==> config.mk <==
export PLATFORM = sky130hd
export DESIGN_NAME = motor_watchdog
export DESIGN_NICKNAME = d
export VERILOG_FILES = /design/src/motor_ctrl_pkg.sv /design/src/motor_watchdog.sv
export VERILOG_INCLUDE_DIRS = /design/src
export SDC_FILE = /design/constraint.sdc
export NUM_CORES = 1
export LEC_CHECK = 0
export BUFFER_PORTS_ARGS = -buffer_cell sky130_fd_sc_hd__buf_4
export CELL_PAD_IN_SITES_DETAIL_PLACEMENT = 1
export CELL_PAD_IN_SITES_GLOBAL_PLACEMENT = 2
export CORE_ASPECT_RATIO = 0.6
export CORE_UTILIZATION = 30
export DETAILED_ROUTE_END_ITERATION = 12
export PLACE_DENSITY = 0.81
export SYNTH_ARGS = -nofsm -noshare
export SYNTH_HDL_FRONTEND = slang
export SYNTH_SLANG_ARGS = --single-unit
==> constraint.sdc <==
create_clock -name sysclk -period 4.2 [get_ports sysclk]
set_input_delay 0.42 -clock sysclk [delete_from_list [all_inputs] [get_ports sysclk]]
set_output_delay 0.42 -clock sysclk [all_outputs]
set_load 0.01 [all_outputs]
==> src/motor_ctrl_cfg.svh <==
// Motor count, data width, transfer buffer and watchdog size macros
`ifndef MOTOR_CTRL_CFG_SVH
`define MOTOR_CTRL_CFG_SVH

// Number of three-phase motors
`define MC_NUM_MOTORS 4

// Duty cycle and PWM counter width
`define MC_DUTY_WIDTH 10

// Quadrature encoder count width
`define MC_ENC_WIDTH 16

// SPI word width
`define MC_BYTE_WIDTH 8

// Request and response buffer length in bytes
`define MC_BUF_LEN 12

// Watchdog steps once every 2**5 sysclk
`define MC_WDT_PRESCALE_WIDTH 5

// Watchdog step counter width
`define MC_WDT_WIDTH 16

`endif

==> src/motor_ctrl_pkg.sv <==
// Vector typedefs and the host command opcodes
`include "motor_ctrl_cfg.svh"

package motor_ctrl_pkg;

    // One motor duty cycle
    typedef logic [`MC_DUTY_WIDTH-1:0] duty_t;

    // One encoder position count
    typedef logic [`MC_ENC_WIDTH-1:0] enc_count_t;

    // One SPI byte
    typedef logic [`MC_BYTE_WIDTH-1:0] spi_byte_t;

    // Watchdog step count
    typedef logic [`MC_WDT_WIDTH-1:0] wdt_count_t;

    // Hall code ordered {a,b,c}
    typedef logic [2:0] hall_t;

    // Index into the transfer buffers
    typedef logic [$clog2(`MC_BUF_LEN)-1:0] buf_index_t;

    // Opcode in bits 6:0 of the command byte
    typedef enum logic [`MC_BYTE_WIDTH-2:0] {
        CMD_UPDATE_MOTORS = 7'h00,
        CMD_ENCODER_COUNT = 7'h11,
        CMD_DUTY_CYCLE    = 7'h13,
        CMD_MOTOR_EN      = 7'h30
    } cmd_e;

endpackage

==> src/motor_watchdog.sv <==
// Host watchdog with prescaler, step counter and trip flag
`include "motor_ctrl_cfg.svh"

module motor_watchdog (
    input  logic                       sysclk,
    input  logic                       watchdog_timer_reset_flag,
    input  logic                       kick_i,
    output motor_ctrl_pkg::wdt_count_t count_o,
    output logic                       tripped_o
);

    logic [`MC_WDT_PRESCALE_WIDTH-1:0] prescale_q;
    logic                              step;

    // One step each time the prescaler wraps
    assign step = (prescale_q == '1);

    always_ff @(posedge sysclk) begin
        if (watchdog_timer_reset_flag || kick_i) begin
            prescale_q <= '0;
            count_o    <= '0;
            tripped_o  <= 1'b0;
        end else begin
            prescale_q <= prescale_q + 1'b1;
            if (step) begin
                if (count_o == '1) begin
                    // Host went quiet, flag it and start over
                    tripped_o <= 1'b1;
                    count_o   <= '0;
                end else begin
                    count_o <= count_o + 1'b1;
                end
            end
        end
    end

endmodule

Yosys cells after proc, flatten, opt, wreduce, memory -nomap -nowiden
Index checks and enable logic that the tools add are counted.

Add/subtract/negate cells: 2. Muxes and demuxes: 1. Equality and inequality tests: 2. Reduce and logical (&&, ||, !) cells: 2.

Operator list (number): 16-bit by 1-bit adder with 16-bit output, second input constant (1); 16-bit == test, second input constant (1); 16-bit 2-to-1 mux (1); 5-bit by 1-bit adder with 5-bit output, second input constant (1); 5-bit == test, second input constant (1); 2-bit AND reduction (1); 1-bit logical OR (1).

Word-level logic and storage cells: 10. Bits in registers: 22. Output and inout bits: 17. Input bits: 3.

Depth between registers and ports, before layout
Word-level depth: 2. Gate-level depth with buffers: 8. Gate-level depth less buffers: 7.

Worst setup path after synthesis
Ideal clock, no wire load.

Path type: flip-flop to flip-flop. Start point: reg prescale_q[0]. End point: reg count_o[4]. Buffers on the path: 1. Stages on the path, launching flop included: 9. Arrival: 1777 ps. Library setup time: 115 ps. Slack: 2308 ps. Cell sequence: dfxtp_1 ha_1 and3_1 ha_1 nand4_4 nor2_1 a31o_2 buf_4 nor2_1.

Longest elaborated chain between the ends: 1.

Ends and longest elaborated chain: from (decl) (RTL line motor_watchdog.sv:12) `` logic [`MC_WDT_PRESCALE_WIDTH-1:0] prescale_q; ``; from (signal assigned) (RTL line motor_watchdog.sv:24) `prescale_q <= prescale_q + 1'b1;`; 5-bit == test (RTL line motor_watchdog.sv:16) `assign step = (prescale_q == '1);`; to (signal assigned) (RTL line motor_watchdog.sv:31) `count_o <= count_o + 1'b1;`; to (decl) (RTL line motor_watchdog.sv:8) `output motor_ctrl_pkg::wdt_count_t count_o,`.

Every way passes these cells. A chain may end at the register's enable or synchronous reset.

Worst setup path in the final report
Start point: reg prescale_q[0]. End point: reg count_o[2].

Same word-level chain as after synthesis.

==> results.md <==
Clocking:
- In this run the clock root is driven by a clkbuf_8.
- In this run the deepest clock path goes through 2 buffers.
- Counting the buffers created by CTS gives 3.
- TritonCTS built the clock tree.
- The CTS sink count is 22.
- The clock-pin slew reported for the worst setup and hold paths after clock tree synthesis is 0.08 ns.
- After clock tree synthesis, the setup repair step added 0 buffers.
- In this run the number of H-tree levels came out at 1.
- The total of hold buffers inserted after clock tree synthesis is 0.
- For the worst-skew pair, the clock arrives at the later sink with an insertion delay of 0.27 ns.
- After clock tree synthesis, the repair step resized 0 gates.

STA:
- The number of hold violations in the final report is 0.
- The max-slew violation count is 0.
- The maximum clock rate is 450.0 MHz.
- The part of the cycle the worst path needs is 52.91%.
- The final setup TNS is 0 ns.
- For the finished layout, the period the worst path requires is 2.222 ns.
- The transition time at the pin with the least slew margin is 0.4309 ns.
- Measured against its own limit, the worst slew margin works out to 71.17%.
- Setup repair after global routing left no endpoint under its margin.
- Final hold analysis gives a worst-case slack of 0.4581 ns.
- The worst clock skew is 0.001529 ns.
- Setup violations remaining at the end of the flow were counted as 0.

Critical path:
- STA classifies the critical path startpoint as a flip-flop.
- The setup path with the least slack is of type flip-flop to flip-flop.
- The worst setup path is captured at a flip-flop.
- On the worst path, the slowest cell contributes a delay of 0.39 ns.
- The critical path goes through ha_1 > and3_1 > ha_1 > nand4_4 > nor2_1 > a31o_2 > nor2_1.
- Of all nets on the critical path, the largest fanout is 12.
- The critical path data required time is 4.35 ns.
- The slowest cell on the critical path is nor2_1.
- The worst path arrival time is 2.38 ns.

Die:
- The total area inside the core boundary comes to 0.002947 mm^2.
- The floorplan step defined a die boundary enclosing 0.003424 mm^2.
- Once the floorplan was initialized, standard cells occupied 32.44% of the core.
- The overall die width is 74.88 um.
- 20 I/O pins were placed.
- The floorplan has 15 rows.
- The die outline height is 45.73 um.

Placed design:
- The final RePlAce weighted congestion is 0.7316.
- After detailed placement, the total cell area comes to 0.001140 mm^2.
- The sum of net half-perimeters after detailed placement is 1675 um.
- The count of port buffers added during placement is 19.
- The number of placed cells counting well taps is 163.

GRT:
- Global routing used 15.37% of the available tracks across all layers.
- The number of antenna violations at the first check in global routing is 0.
- The via count of the first global-routing pass was 716.
- Summed over all layers, the global routing overflow is 0.
- The largest net degree at the start of global routing is 14.
- The first global-routing pass estimated 3608 um of wire.

Synth:
- Sequential elements use 46.07% of the synthesized area.
- The synthesized design devotes to its leading area cell type 46.07% of total area.
- The fraction of registers with async set/reset is 0%.
- The number of synthesized flops with an enable pin is 0.
- The post-synthesis area per instance is 9.192 um^2.
- The gate count after technology mapping is 104.
- The register bit count reported by yosys is 22.
- Synthesis instantiated 24 different standard cells from the library.
- The biggest area contributor in the post-synthesis netlist is dfxtp_1.
- Among all flip-flop cells after synthesis, the most frequent one is dfxtp_1.
- After synthesis, the cell types taking the most area are dfxtp_1 (46%), nor2_1 (9.4%), xnor2_1 (7.3%).
- The total nets after synthesis is 110.
- The mapped netlist covers 955.9 um^2.
- For this run, the number of Yosys warnings is 0.

Routing:
- For this run, design rule violations remaining after detail routing come to 0.
- The DRC violation total after the first TritonRoute iteration is 35.
- Before antenna repair, the detailed router went through 4 iterations.
- The final antenna-violating net count is 0.
- Dividing the detail-routed wire length by the instance count gives 14.00 um.
- In the routed layout, each cell is associated on average with a via count of 4.796.
- The routed layout has 801 vias.
- The final layout contains routed wiring with a total length of 2338 um.

Cells and area:
- The non-filler instance count after layout is 167.
- The total non-filler cell area in the finished layout is 0.001211 mm^2.
- The net count of the finished layout is 132.
- The number of inserted filler cells in the final layout is 352.
- The area added between synthesis and finish is 26.70%.
- The share of final-layout standard cells stronger than drive strength 1 is 22.40%.
- 0 antenna diodes ended up in the layout.

Worst hold path:
- The class of the worst hold path is flip-flop to flip-flop.

Power:
- The final total power is 0.4185 mW.
- The worst-case IR drop observed on VDD is 0.0001426 V.
- Dividing total power by cell area gives a power density of 345.6 mW/mm^2.
- In this run the static leakage power is 0.4895 nW.

Flow run:
- The number of maximum-capacitance constraint violations is 0.

Run status:
- The flow ran to the end, and the final reports show no timing, DRC or antenna violations.
-- cell families after synthesis --
family / after synthesis / synth area share (%)
mux: 1 / 1.047
xor+xnor: 14 / 12.83
buf+inv: 4 / 1.964
flops: 22 / 46.07
simple gates: 52 / 27.36
fa+ha+maj: 3 / 3.927
compound gates: 8 / 6.807
-- path summary, 6_finish.rpt --
path                  from       endpoint  slack (ns)  depth (start not counted)
min reg2reg  prescale_q[0]  prescale_q[0]        0.46                          1
max reg2reg  prescale_q[0]     count_o[2]        1.98                          7
max          prescale_q[0]     count_o[2]        1.98                          7
min          prescale_q[0]  prescale_q[0]        0.46                          1
-- registers in the layout, indices dropped and copies added, names as in the netlist --
register	flops
count_o	16
prescale_q	5
tripped_o	1
-- synth_stat cells, types with 2 or more instances --
| cell | count |
|---|---|
| nor2_1 | 24 |
| dfxtp_1 | 22 |
| xnor2_1 | 8 |
| nand2_1 | 7 |
| xor2_1 | 6 |
| nand4_1 | 4 |
| a31oi_1 | 3 |
| and3_1 | 3 |
| ha_1 | 3 |
| nand3_1 | 3 |
| nor4_1 | 3 |
| a31o_2 | 2 |
| a41o_1 | 2 |
| and2_1 | 2 |
| inv_1 | 2 |
| nor3_1 | 2 |
-- area by class of cell --
type / count / area (um^2) / share of cell area (%)
Clock buffer: 3 / 41.29 / 3.409
Clock inverter: 1 / 30.03 / 2.479
Inverter: 2 / 7.507 / 0.6198
Multi-Input combinational cell: 78 / 496.7 / 41.01
Sequential cell: 22 / 440.4 / 36.36
Tap cell: 42 / 52.55 / 4.339
Timing Repair Buffer: 19 / 142.6 / 11.78
-- layout by cell type (no fill, tap or decap) --
cell	n
a31o_2	2
a31oi_1	3
a41o_1	2
and2_1	2
and3_1	3
and4_2	1
buf_4	19
bufinv_16	1
clkbuf_8	3
dfxtp_1	22
ha_1	3
inv_1	2
mux2i_1	1
nand2_1	7
nand3_1	3
nand4_1	4
nand4_4	1
nor2_1	24
nor3_1	2
nor4_1	3
o311ai_0	1
or2_2	1
or4_1	1
xnor2_1	8
xor2_1	6
-- power breakdown --
| part | total, mW | switching, mW | internal (mW) |
|---|---|---|---|
| combinational | 0.00796 | 0.00511 | 0.00285 |
| clock | 0.201 | 0.0732 | 0.127 |
| sequential | 0.210 | 0.000682 | 0.209 |
| total | 0.419 | 0.0790 | 0.340 |
-- worst max-delay path, delay by kind of cell, from the launching register on --
family,cells,cell delay [ns]
and+or+nand+nor,4,0.84
adders and majority gates,2,0.50
DFF,1,0.37
AOI/OAI and AO/OA,1,0.39
-- through the flow --
stage,setup slack (ns),util (%)
global placement,2.090,38.68
CTS,1.967,41.10
detailed placement,1.993,38.68
global route,1.763,41.10
floorplan,2.308,-
finish,1.978,41.10
-- metal layers --
| layer | track usage (%) | part of all wire (%) | up-vias |
|---|---|---|---|
| met5 | 0 | 0 | - |
| met4 | 7.925 | 1.8 | 0 |
| met3 | 5.310 | 4.2 | 5 |
| met2 | 22.52 | 41 | 16 |
| met1 | 20.14 | 53 | 376 |
| li1 | - | - | 404 |
Power figures use the tool's default switching activity.
