===== src/motor_ctrl_cfg.svh =====
// Motor count, data width, transfer buffer and watchdog size macros
`ifndef MOTOR_CTRL_CFG_SVH
`define MOTOR_CTRL_CFG_SVH

// Number of three-phase motors
`define MC_NUM_MOTORS 4

// Duty cycle and PWM counter width
`define MC_DUTY_WIDTH 10

// Quadrature encoder count width
`define MC_ENC_WIDTH 16

// SPI word width
`define MC_BYTE_WIDTH 8

// Request and response buffer length in bytes
`define MC_BUF_LEN 12

// Watchdog steps once every 2**5 sysclk
`define MC_WDT_PRESCALE_WIDTH 5

// Watchdog step counter width
`define MC_WDT_WIDTH 16

`endif


===== src/motor_ctrl_pkg.sv =====
// Vector typedefs and the host command opcodes
`include "motor_ctrl_cfg.svh"

package motor_ctrl_pkg;

    // One motor duty cycle
    typedef logic [`MC_DUTY_WIDTH-1:0] duty_t;

    // One encoder position count
    typedef logic [`MC_ENC_WIDTH-1:0] enc_count_t;

    // One SPI byte
    typedef logic [`MC_BYTE_WIDTH-1:0] spi_byte_t;

    // Watchdog step count
    typedef logic [`MC_WDT_WIDTH-1:0] wdt_count_t;

    // Hall code ordered {a,b,c}
    typedef logic [2:0] hall_t;

    // Index into the transfer buffers
    typedef logic [$clog2(`MC_BUF_LEN)-1:0] buf_index_t;

    // Opcode in bits 6:0 of the command byte
    typedef enum logic [`MC_BYTE_WIDTH-2:0] {
        CMD_UPDATE_MOTORS = 7'h00,
        CMD_ENCODER_COUNT = 7'h11,
        CMD_DUTY_CYCLE    = 7'h13,
        CMD_MOTOR_EN      = 7'h30
    } cmd_e;

endpackage


===== src/bldc_motor.sv =====
// Six-step hall commutation, high-side PWM and x4 quadrature counter for one motor
`include "motor_ctrl_cfg.svh"

module bldc_motor (
    input  logic                       sysclk,
    input  logic                       watchdog_timer_reset_flag,
    input  logic                       en_i,
    input  motor_ctrl_pkg::duty_t      duty_i,
    input  motor_ctrl_pkg::hall_t      hall_i,
    input  logic                       enc_a_i,
    input  logic                       enc_b_i,
    output logic [2:0]                 phase_h_o,
    output logic [2:0]                 phase_l_o,
    output motor_ctrl_pkg::enc_count_t enc_count_o,
    output logic                       connected_o
);

    motor_ctrl_pkg::duty_t pwm_cnt;
    logic [2:0]            high_sel;
    logic [2:0]            low_sel;
    logic                  low_on;
    logic                  high_on;
    logic                  enc_a_d;
    logic                  enc_b_d;
    logic                  enc_step;
    logic                  enc_up;

    // All-zero and all-one hall codes mean the sensor is unplugged
    assign connected_o = (hall_i != 3'b000) && (hall_i != 3'b111);

    // Phase masks are one-hot {a,b,c}
    always_comb begin
        case (hall_i)
            3'b101: begin
                high_sel = 3'b100;
                low_sel  = 3'b010;
            end
            3'b100: begin
                high_sel = 3'b100;
                low_sel  = 3'b001;
            end
            3'b110: begin
                high_sel = 3'b010;
                low_sel  = 3'b001;
            end
            3'b010: begin
                high_sel = 3'b010;
                low_sel  = 3'b100;
            end
            3'b011: begin
                high_sel = 3'b001;
                low_sel  = 3'b100;
            end
            3'b001: begin
                high_sel = 3'b001;
                low_sel  = 3'b010;
            end
            default: begin
                high_sel = 3'b000;
                low_sel  = 3'b000;
            end
        endcase
    end

    assign low_on    = en_i && (duty_i != '0);
    assign high_on   = low_on && (pwm_cnt < duty_i);
    assign phase_h_o = high_on ? high_sel : 3'b000;
    assign phase_l_o = low_on ? low_sel : 3'b000;

    // One count per edge on either channel, direction from A against old B
    assign enc_step = enc_a_i ^ enc_a_d ^ enc_b_i ^ enc_b_d;
    assign enc_up   = enc_a_i ^ enc_b_d;

    always_ff @(posedge sysclk) begin
        if (watchdog_timer_reset_flag) begin
            pwm_cnt     <= '0;
            enc_a_d     <= 1'b0;
            enc_b_d     <= 1'b0;
            enc_count_o <= '0;
        end else begin
            pwm_cnt <= pwm_cnt + 1'b1;
            enc_a_d <= enc_a_i;
            enc_b_d <= enc_b_i;
            if (enc_step) begin
                enc_count_o <= enc_up ? enc_count_o + 1'b1 : enc_count_o - 1'b1;
            end
        end
    end

endmodule


===== config.mk =====
export PLATFORM = sky130hd
export DESIGN_NAME = bldc_motor
export DESIGN_NICKNAME = d
export VERILOG_FILES = /design/src/motor_ctrl_pkg.sv /design/src/bldc_motor.sv
export VERILOG_INCLUDE_DIRS = /design/src
export SDC_FILE = /design/constraint.sdc
export NUM_CORES = 1
export LEC_CHECK = 0
export ABC_AREA = 1
export BUFFER_PORTS_ARGS = -buffer_cell sky130_fd_sc_hd__buf_2
export CAP_MARGIN = 20
export CORE_UTILIZATION = 57
export DETAILED_ROUTE_END_ITERATION = 8
export PLACE_DENSITY_LB_ADDON = 0.12
export SYNTH_ARGS = -nofsm -noshare
export SYNTH_HDL_FRONTEND = slang
export SYNTH_SLANG_ARGS = --single-unit

===== constraint.sdc =====
create_clock -name sysclk -period 2.15 [get_ports sysclk]
set_clock_uncertainty 0.15 [all_clocks]
set_input_delay 0.3225 -clock sysclk [delete_from_list [all_inputs] [get_ports sysclk]]
set_output_delay 0.3225 -clock sysclk [all_outputs]
set_load 0.01 [all_outputs]

After elaboration in Yosys (flattened, before gate mapping)
Index checks and enable logic that the tools add are counted. W data, S select, Z words.

Register bits after elaboration: 28. Input port bits: 18. Output and inout port bits: 23. Word-level logic and storage cells: 35.

$add $sub $neg: 3. Magnitude comparators: 1. Equal/unequal tests: 7. Mux-type cells: 5. Bitwise operators: 4. Reductions and logical operators: 11.

Operators with widths (number): $pmux W3 S3 (2); $add A16 B1 Y16 const B (1); $mux W16 (1); $sub A16 B1 Y16 const B (1); $reduce_or A2 Y1 (6); $add A10 B1 Y10 const B (1); $lt A10 B10 Y1 (1); $reduce_bool A10 Y1 (1); $eq A3 B3 Y1 const B (3); $eq A3 B2 Y1 const B (2); $mux W3 (2); $xor A1 B1 Y1 (4); $eq A3 B1 Y1 const B (1); $logic_and A1 B1 Y1 (3); $ne A3 B3 Y1 const B (1); $reduce_bool A3 Y1 (1).

Depth between registers and ports, before layout
Word-level depth: 4. Gate-level depth with buffers: 16. Depth with buffers taken out: 16.

Worst setup path before layout
OpenSTA, ideal clock, no wires.

Path kind: input port to output port. Start: input port duty_i[5]. End: output port phase_h_o[0]. Arrival: 1.482 ns. Required time: 1.678 ns. Slack: 0.195 ns. Stages: 7. Path buffers: 0. Path through: inv_1 -> ha_1 -> a21oi_1 -> o21ai_0 -> nand2_1 -> o2111ai_1 -> nor4_1.

Word-level cells in the longest chain between the ends: 4.

Ends and longest elaborated chain: from (decl) (RTL line bldc_motor.sv:8) `input motor_ctrl_pkg::duty_t duty_i,`; branches (longest 2 deep; another with $lt A10 B10 Y1); $logic_and A1 B1 Y1 * (RTL line bldc_motor.sv:66) `assign high_on = low_on && (pwm_cnt < duty_i);`; $mux W3 * (RTL line bldc_motor.sv:67) `assign phase_h_o = high_on ? high_sel : 3'b000;`; to (decl) (RTL line bldc_motor.sv:12) `output logic [2:0] phase_h_o,`.

Every way passes the cells marked *.

Worst setup path after layout
Start: register pwm_cnt[1]. End: output port phase_h_o[2].

Word-level cells in the longest chain between the ends: 3.

Ends and longest elaborated chain: from (decl) (RTL line bldc_motor.sv:18) `motor_ctrl_pkg::duty_t pwm_cnt;`; from (signal assigned) (RTL line bldc_motor.sv:81) `pwm_cnt <= pwm_cnt + 1'b1;`; $lt A10 B10 Y1 (RTL line bldc_motor.sv:66); $logic_and A1 B1 Y1 (RTL line bldc_motor.sv:66); $mux W3 (RTL line bldc_motor.sv:67).

Every way passes these cells.

==> results.sh <==
export IMPL_status="finished, violations left"
export IMPL_violations="setup timing"
export IMPL_ys_seq_elements=28
export IMPL_core_area_mm2=0.00400
export IMPL_r2r_end="enc_count_o[15]"
export IMPL_clkLatencyLatePin_ns=0.28
export IMPL_ir_drop_uv=389
export IMPL_critPathArrivalTime_ns=1.72
export IMPL_synth_seq_area_share_pct=23.7
export IMPL_cts_sinks=28
export IMPL_tritoncts="built"
export IMPL_rsz0062_at_grt="yes"
export IMPL_final_common_cell="nand2_1"
export IMPL_worstMarginPinSlew_ns=0.485
export IMPL_period_share_pct=102
export IMPL_cts_made_buffers=3
export IMPL_hpwl_um=4090
export IMPL_num_vias=2483
export IMPL_hold_worst_slack_ns=0.0998
export IMPL_path_max_fanout=3
export IMPL_area_growth_pct=17.9
export IMPL_clockBufferDepth=2
export IMPL_dpl_worst_slack_ns=-0.0184
export IMPL_yosys_area_top_type="dfxtp_1"
export IMPL_drive_gt1_share_pct=23.4
export IMPL_rr_startpoint="enc_b_d"
export IMPL_place_inst=481
export IMPL_root_buffer="clkbuf_8"
export IMPL_die_area_mm2=0.00441
export IMPL_maxCapViolCount=0
export IMPL_die_h_um=66.4
export IMPL_synth_top_area_share_pct=23.7
export IMPL_fin_cells=486
export IMPL_powerDensity_mw_per_mm2=671
export IMPL_antenna_found_initial=0
export IMPL_gp_congestion=0.897
export IMPL_syn_avg_cell_area_um2=6.08
export IMPL_final_cell_mix="nand2_1, inv_1, buf_2"
export IMPL_ant_nets=0
export IMPL_synth_nets=418
export IMPL_syn_instance_count=389
export IMPL_synth_distinct_cells=31
export IMPL_utilization_pct=69.7
export IMPL_yosys_top_cells_area="dfxtp_1, nand2_1, inv_1, ha_1, nand3_1"
export IMPL_fp_dieW_um=66.4
export IMPL_drt_first_pass_iters=4
export IMPL_ys_flop_type="dfxtp_1"
export IMPL_p_leak_nw=1.55
export IMPL_grt_max_degree=27
export IMPL_synth_edf_count=0
export IMPL_max_slew_margin_pct=67.6
export IMPL_yosys_warnings=0
export IMPL_worstHoldStart="enc_b_i"
export IMPL_diodes=0
export IMPL_start_util_pct=59.1
export IMPL_grt_usage_pct=25.7
export IMPL_hp_class="input pin to register"
export IMPL_hold_viol=0
export IMPL_fin_ws_ns=-0.0442
export IMPL_criticalPathCategory="register to output port"
export IMPL_row_count=23
export IMPL_io_buffers=40
export IMPL_slew_violations=0
export IMPL_grt_pass1_vias=2141
export IMPL_hold_depth=3
export IMPL_wl_per_cell_um=11.1
export IMPL_reg2reg_depth=15
export IMPL_clkSlewWorstSetupHoldPaths_ns=0.10
export IMPL_via_per_inst=5.11
export IMPL_ctsHoldBuffers=0
export IMPL_fmaxAchievable_ghz=0.456
export IMPL_wirelength_um=5380
export IMPL_min_period_ns=2.19
export IMPL_crit_path_end_kind="output port"
export IMPL_startpoint_type="register"
export IMPL_grt_pass1_wl_um=8760
export IMPL_drt_iter0_markers=74
export IMPL_setup_tns_ns=-0.0874
export IMPL_nets=466
export IMPL_reg2reg_slack_ns=0.22
export IMPL_required_ns=1.68
export IMPL_setup_viol=3
export IMPL_netlist_area_mm2=0.00237
export IMPL_async_reset_ff_share_pct=0
export IMPL_h_tree_depth=1
export IMPL_pin_count=41
export IMPL_grt_remaining_overflow=0
export IMPL_hold_end="enc_b_d"
export IMPL_drc=0
-- critical path, cell delays in order (launching register included) --
cell       delay [ns]
dfxtp_2          0.37
ha_4             0.20
a21boi_1         0.12
o211ai_1         0.19
o2111ai_2        0.20
nor3_1           0.20
buf_2            0.15
-- report_power, final --
part / leakage, nW / switching (W) / internal [W]
Clock: 0.0357 / 0.000177 / 0.000250
Sequential: 0.232 / 0.0000599 / 0.000577
Combinational: 1.29 / 0.000500 / 0.000307
-- worst max path at each step --
stage                        end  cells past startpoint  slack (ns)  startpoint
detailed placement  phase_h_o[1]                      9       -0.02   duty_i[3]
finish              phase_h_o[2]                      6       -0.04  pwm_cnt[1]
global placement    phase_h_o[1]                      9        0.08   duty_i[5]
floorplan           phase_h_o[0]                      7        0.20   duty_i[5]
CTS                 phase_h_o[1]                      6       -0.07  pwm_cnt[1]
global route        phase_h_o[2]                      6       -0.18  pwm_cnt[1]
-- logic make-up (layout without fill, tap and decap cells) --
logic type                 after synthesis  in the layout  share of synthesized area (%)
AOI/OAI and AO/OA                       57             57                           15.4
xor gates and xnor gates                 8              8                           2.96
adders and majority gates               11             11                           5.82
buffers and inverters                   86            133                           15.0
DFF                                     28             28                           23.7
and+or+nand+nor                        199            199                           37.2
-- per-layer routing --
layer  track usage, %  wire length [um]
met1             28.5              2490
met2             49.9              2620
met4             8.78                53
met3             2.41               221
met5                0                 0
-- state kept, by name (all words and copies together), names as in the netlist --
name / count
enc_count_o: 16
pwm_cnt: 10
enc_a_d: 1
enc_b_d: 1
-- per-stage QoR --
stage               total power, W  cell area (um2)
finish                     0.00187             2790
floorplan                  0.00123             2370
global placement           0.00141             2640
detailed placement         0.00143             2640
CTS                        0.00187             2750
global route               0.00201             2790
-- final cells by class --
class                   instances  area, um2
multi-input cells             275       1510
fillers                       373       1210
flip-flops and latches         28        566
inverters                      78        293
repair buffers                 51        283
well taps                      50       62.6
clock buffers                   3       41.3
clock inverters                 1       30.0
-- cells in the mapped netlist (all sizes together), types with 2 or more instances --
library cell,instances
buf,6
nand3,25
nand2,126
o21bai,3
clkbuf,2
xor2,7
o21ai,21
nand4,3
o211ai,4
ha,11
a41o,2
nor4,2
a41oi,8
a21oi,16
nor3,5
inv,78
nor2,38
dfxtp,28
-- what timing repair did --
action / CTS / global route
endpoints found under the setup margin: 3 / 9
pin swaps: 5 / 0
buffers inserted: 1 / 0
resized for setup: 9 / 7
Note: power is estimated with default switching activity, not from simulation.
