### src/motor_ctrl_cfg.svh
// Motor count, data width, transfer buffer and watchdog size macros
`ifndef MOTOR_CTRL_CFG_SVH
`define MOTOR_CTRL_CFG_SVH

// Number of three-phase motors
`define MC_NUM_MOTORS 4

// Duty cycle and PWM counter width
`define MC_DUTY_WIDTH 10

// Quadrature encoder count width
`define MC_ENC_WIDTH 16

// SPI word width
`define MC_BYTE_WIDTH 8

// Request and response buffer length in bytes
`define MC_BUF_LEN 12

// Watchdog steps once every 2**5 sysclk
`define MC_WDT_PRESCALE_WIDTH 5

// Watchdog step counter width
`define MC_WDT_WIDTH 16

`endif

### src/motor_ctrl_pkg.sv
// Vector typedefs and the host command opcodes
`include "motor_ctrl_cfg.svh"

package motor_ctrl_pkg;

    // One motor duty cycle
    typedef logic [`MC_DUTY_WIDTH-1:0] duty_t;

    // One encoder position count
    typedef logic [`MC_ENC_WIDTH-1:0] enc_count_t;

    // One SPI byte
    typedef logic [`MC_BYTE_WIDTH-1:0] spi_byte_t;

    // Watchdog step count
    typedef logic [`MC_WDT_WIDTH-1:0] wdt_count_t;

    // Hall code ordered {a,b,c}
    typedef logic [2:0] hall_t;

    // Index into the transfer buffers
    typedef logic [$clog2(`MC_BUF_LEN)-1:0] buf_index_t;

    // Opcode in bits 6:0 of the command byte
    typedef enum logic [`MC_BYTE_WIDTH-2:0] {
        CMD_UPDATE_MOTORS = 7'h00,
        CMD_ENCODER_COUNT = 7'h11,
        CMD_DUTY_CYCLE    = 7'h13,
        CMD_MOTOR_EN      = 7'h30
    } cmd_e;

endpackage

### src/host_cmd_decoder.sv
// Host command decode with transfer buffers, duty registers and motor enable
`include "motor_ctrl_cfg.svh"

module host_cmd_decoder (
    input  logic                       sysclk,
    input  logic                       watchdog_timer_reset_flag,
    input  motor_ctrl_pkg::spi_byte_t  rx_byte_i,
    input  logic                       byte_done_i,
    input  logic                       start_i,
    input  logic                       end_i,
    input  motor_ctrl_pkg::enc_count_t enc_count_i [`MC_NUM_MOTORS],
    input  logic [`MC_NUM_MOTORS-1:0]  hall_conn_i,
    input  motor_ctrl_pkg::wdt_count_t wdt_count_i,
    input  logic                       wdt_tripped_i,
    output motor_ctrl_pkg::spi_byte_t  tx_byte_o,
    output motor_ctrl_pkg::duty_t      duty_o [`MC_NUM_MOTORS],
    output logic                       motors_en_o,
    output logic                       kick_o
);

    localparam motor_ctrl_pkg::spi_byte_t FILL_BYTE = 8'hAA;
    // Watchdog count follows the per-motor byte pairs
    localparam int WDT_BYTE = 2 * `MC_NUM_MOTORS + 1;

    motor_ctrl_pkg::buf_index_t byte_cnt;
    motor_ctrl_pkg::spi_byte_t  req_buf [`MC_BUF_LEN];
    motor_ctrl_pkg::spi_byte_t  res_buf [`MC_BUF_LEN];
    motor_ctrl_pkg::cmd_e       cmd_op;
    logic                       cmd_rd;
    logic                       fill_q;
    logic                       do_update;
    logic                       do_enable;

    assign cmd_rd    = req_buf[0][`MC_BYTE_WIDTH-1];
    assign cmd_op    = motor_ctrl_pkg::cmd_e'(req_buf[0][`MC_BYTE_WIDTH-2:0]);
    assign tx_byte_o = (byte_cnt < `MC_BUF_LEN) ? res_buf[byte_cnt] : FILL_BYTE;

    // Byte count includes the command byte
    assign do_update = end_i && cmd_rd && (cmd_op == motor_ctrl_pkg::CMD_UPDATE_MOTORS)
                       && (byte_cnt == 2 * `MC_NUM_MOTORS + 1);
    assign do_enable = end_i && (cmd_op == motor_ctrl_pkg::CMD_MOTOR_EN) && (byte_cnt == 2);

    always_ff @(posedge sysclk) begin
        if (watchdog_timer_reset_flag) begin
            byte_cnt <= '0;
            fill_q   <= 1'b0;
        end else begin
            fill_q <= byte_done_i && (byte_cnt == '0);
            if (start_i) begin
                byte_cnt <= '0;
            end else if (byte_done_i && (byte_cnt != '1)) begin
                // Saturate so long transfers never alias a valid count
                byte_cnt <= byte_cnt + 1'b1;
            end
        end
    end

    always_ff @(posedge sysclk) begin
        if (byte_done_i && (byte_cnt < `MC_BUF_LEN)) begin
            req_buf[byte_cnt] <= rx_byte_i;
        end
    end

    // Status byte tracks live state, the rest is filled once per read command
    always_ff @(posedge sysclk) begin
        res_buf[0] <= {wdt_tripped_i, motors_en_o, 2'b00, hall_conn_i};
        if (fill_q && cmd_rd) begin
            case (cmd_op)
                motor_ctrl_pkg::CMD_UPDATE_MOTORS,
                motor_ctrl_pkg::CMD_ENCODER_COUNT: begin
                    for (int m = 0; m < `MC_NUM_MOTORS; m++) begin
                        res_buf[2*m+1] <= enc_count_i[m][`MC_ENC_WIDTH-1:`MC_BYTE_WIDTH];
                        res_buf[2*m+2] <= enc_count_i[m][`MC_BYTE_WIDTH-1:0];
                    end
                    res_buf[WDT_BYTE]   <= wdt_count_i[`MC_WDT_WIDTH-1:`MC_BYTE_WIDTH];
                    res_buf[WDT_BYTE+1] <= wdt_count_i[`MC_BYTE_WIDTH-1:0];
                    res_buf[WDT_BYTE+2] <= '0;
                end
                motor_ctrl_pkg::CMD_DUTY_CYCLE: begin
                    for (int m = 0; m < `MC_NUM_MOTORS; m++) begin
                        res_buf[2*m+1] <= motor_ctrl_pkg::spi_byte_t'(
                            duty_o[m][`MC_DUTY_WIDTH-1:`MC_BYTE_WIDTH]);
                        res_buf[2*m+2] <= duty_o[m][`MC_BYTE_WIDTH-1:0];
                    end
                    for (int i = WDT_BYTE; i < `MC_BUF_LEN; i++) begin
                        res_buf[i] <= '0;
                    end
                end
                default: begin
                    for (int i = 1; i < `MC_BUF_LEN; i++) begin
                        res_buf[i] <= FILL_BYTE;
                    end
                end
            endcase
        end
    end

    always_ff @(posedge sysclk) begin
        if (watchdog_timer_reset_flag) begin
            motors_en_o <= 1'b0;
            kick_o      <= 1'b0;
            for (int m = 0; m < `MC_NUM_MOTORS; m++) begin
                duty_o[m] <= '0;
            end
        end else begin
            kick_o <= do_update || do_enable;
            if (do_update) begin
                // Low byte first, then the two high bits
                for (int m = 0; m < `MC_NUM_MOTORS; m++) begin
                    duty_o[m] <= {req_buf[2*m+2][`MC_DUTY_WIDTH-`MC_BYTE_WIDTH-1:0],
                                  req_buf[2*m+1]};
                end
                motors_en_o <= 1'b1;
            end else if (do_enable) begin
                motors_en_o <= cmd_rd;
            end
            // Trip overrides any command in the same cycle
            if (wdt_tripped_i) begin
                motors_en_o <= 1'b0;
            end
        end
    end

endmodule

### config.mk
export PLATFORM = sky130hd
export DESIGN_NAME = host_cmd_decoder
export DESIGN_NICKNAME = d
export VERILOG_FILES = /design/src/motor_ctrl_pkg.sv /design/src/host_cmd_decoder.sv
export VERILOG_INCLUDE_DIRS = /design/src
export SDC_FILE = /design/constraint.sdc
export NUM_CORES = 1
export LEC_CHECK = 0
export BUFFER_PORTS_ARGS = -buffer_cell sky130_fd_sc_hd__buf_2
export CORE_MARGIN = 2
export CORE_UTILIZATION = 49
export CTS_CLUSTER_SIZE = 30
export DETAILED_ROUTE_END_ITERATION = 6
export PLACE_DENSITY = 0.75
export SLEW_MARGIN = 0
export SYNTH_ARGS = -nofsm -noshare
export SYNTH_HDL_FRONTEND = slang
export SYNTH_SLANG_ARGS = --single-unit
### constraint.sdc
create_clock -name sysclk -period 2.9 [get_ports sysclk]
set_input_delay 0 -clock sysclk [delete_from_list [all_inputs] [get_ports sysclk]]
set_output_delay 0 -clock sysclk [all_outputs]
set_load 0.01 [all_outputs]
* Yosys cells after proc, flatten, opt, wreduce, memory -nomap -nowiden
Memory sizes are Yosys's and may differ from the RTL's. A register that Yosys moved wholly into a read port is not among the register bits.
Index checks and enable logic that the tools add are counted.
** Word-level totals
- Flip-flop bits (word level) :: 7
- Latch bits :: 0
- Bits in writable memories :: 192
- Bits in read-only memories :: 0
- Input port bits :: 98
- Output and inout port bits :: 50
- Memories :: 2
** Operators by class
- $add $sub $neg :: 1
- Multiply operators :: 0
- Div/mod/pow operators :: 0
- Order comparisons :: 1
- Equality and inequality tests :: 6
- Shift-type cells :: 0
- Multiplexer cells :: 38
- Bitwise operators :: 22
- Reductions and logical operators :: 17
** Memories
- req_buf :: words 12, width 8, rd ports 9, clocked after Yosys merged registers in 8, write ports 1, RTL line host_cmd_decoder.sv:26 : motor_ctrl_pkg::spi_byte_t req_buf [`MC_BUF_LEN];
- res_buf :: words 12, width 8, rd ports 1, clocked after Yosys merged registers in 1, write ports 12, RTL line host_cmd_decoder.sv:27 : motor_ctrl_pkg::spi_byte_t res_buf [`MC_BUF_LEN];
** Operators by type and width (count)
- $mux W8 :: 23
- $or A1 B1 Y1 :: 22
- $eq A7 B5 Y1 const B :: 2
- $mux W1 :: 13
- $logic_and A1 B1 Y1 :: 9
- $mux W4 :: 2
- $eq A7 B6 Y1 const B :: 1
- $logic_not A7 Y1 :: 1
- $reduce_or A2 Y1 :: 3
- $add A4 B1 Y4 const B :: 1
- $eq A4 B2 Y1 const B :: 1
- $eq A4 B4 Y1 const B :: 1
- $logic_not A4 Y1 :: 1
- $lt A4 B4 Y1 const B :: 1
- $ne A4 B4 Y1 const B :: 1
- $reduce_or A3 Y1 :: 1
- $reduce_bool A2 Y1 :: 1
- $logic_or A1 B1 Y1 :: 1

* Logic depth before layout (Yosys ltp)
- Word-level depth :: 7
- Depth in mapped cells :: 8

* Worst setup path before layout
OpenSTA, ideal clock, no wires.
- Kind :: flip-flop to flip-flop
- From :: mem req_buf[0][7] in the netlist's numbering
- To :: mem res_buf[2][1] in the netlist's numbering (data pin)
- Setup time :: 0.256 ns
- Data arrival time :: 2.879 ns
- Required time :: 2.644 ns
- Setup slack :: -0.236 ns
- Stages on the path, launching flop included :: 6
- Path buffers :: 1
- Clock period less this slack :: 3.136 ns
- Cell sequence :: edfxtp_1 -> nand2_1 -> inv_1 -> nand2_1 -> clkbuf_1 -> o22a_1
** RTL lines (RTL line)
- start, declared :: host_cmd_decoder.sv:26
- end, declared :: host_cmd_decoder.sv:27

==> summary.txt <==
Final layout
  • Number of non-filler instances in the completed layout: 990
  • Proportion of layout cells with a drive suffix above 1: a little over a quarter
  • Diodes inserted: 0
  • Final Net Count: 895
  • Final Instance Area: 9720 um^2
  • Area overhead of the layout relative to synthesis: 32.7%

Detailed routing
  • Via Count: approximately 5,500
  • First-pass DRT Iterations: 5
  • Routed wirelength normalized by instance count: ~20 um
  • Iter 0 DRT Violations: ~660
  • Post-DR vias/cell: roughly 5.6
  • Number of remaining DRC errors: 0
  • Final routed wirelength across all metal layers: roughly 19,000 um
  • Number of antenna-violating nets in the routed design: 0

Timing
  • Headroom to the max-slew limit: 40.3%
  • Worst clock skew: about 8.4 ps
  • Fin crit period: between 2000 and 2500 ps
  • Max Clk Rate: approximately 420 MHz
  • Final setup vio count: 0
  • Slew at the pin closest to its max-slew limit: 891 ps
  • Period utilization: about 83%
  • Post-route setup TNS: 0 ps
  • Final hold violation count: 0
  • Final Max Tran Viols: 0
  • Setup repair after global routing missed its margin: false

Logic synthesis
  • Post-synth top area cell: edfxtp_1
  • Most used flip-flop cell after synthesis: edfxtp_1
  • Number of enable flip-flop cells after synthesis: between 100 and 150
  • Yosys cell types: 41
  • Gate Count Post-Synth: 561
  • Commonest cells in the netlist: 117 x edfxtp_1, 95 x nand2_1, 69 x dfxtp_1, 49 x a21oi_1, 32 x a22o_1
  • Average size of a mapped cell: about 13 um^2
  • Compound-gate portion of the synthesized area: a little over an eighth
  • Async set-or-reset flop fraction in the synthesized netlist: 0%
  • Adder-cell area share of the yosys netlist: less than 1%
  • Sequential cell area fraction in the yosys report: 66.8%
  • Area fraction of the dominant cell type after synthesis: between 40% and 50%
  • Largest family of logic cells by synthesized area: compound AO/OA/AOI/OAI gates
  • Most repeated cell in the gate-level netlist after synthesis: edfxtp_1
  • Area share of xor/xnor cells in the synthesized design: less than 1%
  • Simple-gate portion of the synthesized area: 9.38%
  • Multiplexer fraction of the synthesized cell area: under 10%
  • Top post-synthesis cells by area: edfxtp_1 48%, dfxtp_1 19%, nand2_1 4.9%, mux4_2 4.3%, a22o_1 3.8%
  • Post-synthesis register bit count: 186
  • Mapped cell area: roughly 7300 um^2
  • Synth Warn #: 0
  • Synth Net Count: approximately 660

Power and ir drop
  • Switching portion of total power: 21.7%
  • Part of the power in the clock network: about two fifths
  • Combinational power share: around 6.9%
  • Power per standard cell area: 564 nW/um^2
  • Internal power contribution: 4.30 mW
  • Sequential fraction of design power: between 50% and 60%
  • Max IR drop VDD: ~450 uV
  • Leakage component of the power: around 3.8 nW
  • Switching power: around 1.2 mW

Clock network
  • Post-CTS Setup Repair Bufs: 0
  • Clk Latency, worst-skew pair: 430 ps
  • Clk Tree Root Cell: clkbuf_16
  • Count of H-tree levels built during CTS: 4
  • Clock edge transition at the registers on the reported setup and hold paths: around 70 ps
  • Number of buffers on the longest clock path: 2
  • CTS tree: done
  • TritonCTS buffer count: 17
  • Quantity of gates resized following cts: 0
  • Clock sinks: around 190

Die
  • I/O pin cnt: ~150
  • Die boundary height: about 130 um
  • Die Width: between 100 and 150 um
  • Total die area: approximately 16,000 um^2
  • Starting utilization of the core area: 50.2%
  • Num rows: 44
  • Core region area: approximately 15,000 um^2

Critical path
  • Signal arrival time at the worst endpoint: 2690 ps
  • Beginning of the worst register-to-register path: req_buf[0][6]
  • Maximum fanout encountered on the critical timing path: 27
  • CP Launch Type: register
  • Worst Path Required: about 3200 ps
  • Launch point of the critical path: req_buf[0][6]
  • Crit Path Category: reg -> reg
  • Endpoint class of the critical path: register

Placed design
  • Post-detail-place hpwl: 13,000 um
  • Placed cell count: approximately 860
  • Weighted congestion at the end of routability-driven global placement: around 0.91
  • Post-detailed-placement cell area: around 8000 um^2
  • PortBufs: about 150

GRT
  • Global-route total usage across every layer: 24.7%
  • Wire length of the first global-routing pass: between 20,000 and 30,000 um
  • Maximum number of pins on one net before global-route repair: between 40 and 50
  • Final global-route overflow total: 0
  • Number of antenna violations at the first check in global routing: 0
  • Via count of the first global-routing pass: ~5,500

Run
  • Number of max-cap violations: 0

Status
  • Result of the run: completed

Hold path
  • Path type of the worst min-delay path: in -> reg
  • Hold path startpoint: end_i
## worst paths after layout
kind                         to  slack, ps  cells after the start
hold / removal      motors_en_o        180                      5
hold reg to reg   res_buf[0][6]        440                      0
setup / recovery  res_buf[1][1]        490                      4
setup reg to reg  res_buf[1][1]        490                      4
## critical path, stage by stage, from the launching register on
cell and delay, ps:
edfxtp_1 400, or4_1 540, or3_1 490, nor2_4 530
a221o_1 300
## kinds of logic after synthesis
kind of cell / after synthesis
adders and majority gates: 4
xor gates and xnor gates: 2
buffers and inverters: 45
muxes: 34
AOI/OAI and AO/OA: 135
and+or+nand+nor: 155
DFF: 186
## layout make-up
type                    count  area, um^2
clock buffers              19         443
repair buffers            254        1780
clock inverters            13         120
inverters                   4        18.8
fillers                  1004        4860
flip-flops and latches    186        4890
well taps                 184         230
multi-input cells         330        2240
## metal layers
layer | share of wire (%) | vias up | track usage, %
li1 | - | 2556 | -
met1 | 40 | 2663 | 31.6
met2 | 50 | 264 | 41.0
met3 | 6.7 | 46 | 5.06
met4 | 2.9 | 0 | 10.7
met5 | 0 | - | 0
## power groups by stage
stage	Clock (mW)	Combinational (mW)	Sequential [mW]
global route	2.32	0.407	2.91
finish	2.21	0.379	2.90
floorplan	0	0.150	2.94
global placement	0	0.266	2.96
detailed placement	0	0.273	2.96
CTS	2.22	0.374	2.90
## what timing repair did
item	4_1_cts	5_1_grt
setup endpoints to repair	0	0
hold buffers	95	0
endpoints found under the hold margin	143	0
## layout by cell type (no fill, tap or decap), drive strengths merged, types with 6 or more instances in the layout
| cell type | Yosys | final |
|---|---|---|
| buf | 15 | 159 |
| mux2i | 18 | 18 |
| clkbuf | 26 | 19 |
| and2 | 10 | 10 |
| edfxtp | 117 | 117 |
| dfxtp | 69 | 69 |
| nor3 | 7 | 7 |
| dlygate4sd3 | 0 | 95 |
| a21o | 18 | 18 |
| a22o | 32 | 32 |
| nand2 | 95 | 95 |
| mux4 | 14 | 14 |
| o22a | 16 | 16 |
| nor2 | 20 | 20 |
| inv | 4 | 6 |
| a21oi | 49 | 49 |
| a211oi | 6 | 6 |
## metrics by stage
step	power [mW]	hold slack [ps]	util, %	setup slack (ps)
CTS	5.50	150	66.7	489
global route	5.63	184	66.7	372
finish	5.49	183	66.7	492
floorplan	3.09	27.7	-	91.7
global placement	3.22	103	56.3	609
detailed placement	3.23	104	56.3	564
## state kept, by name (all words and copies together) (netlist names), named ones only
signal       count
motors_en_o      1
req_buf         48
duty_o          40
byte_cnt         4
fill_q           1
kick_o           1
res_buf         87
No activity file was read; power rests on OpenSTA's default activity.
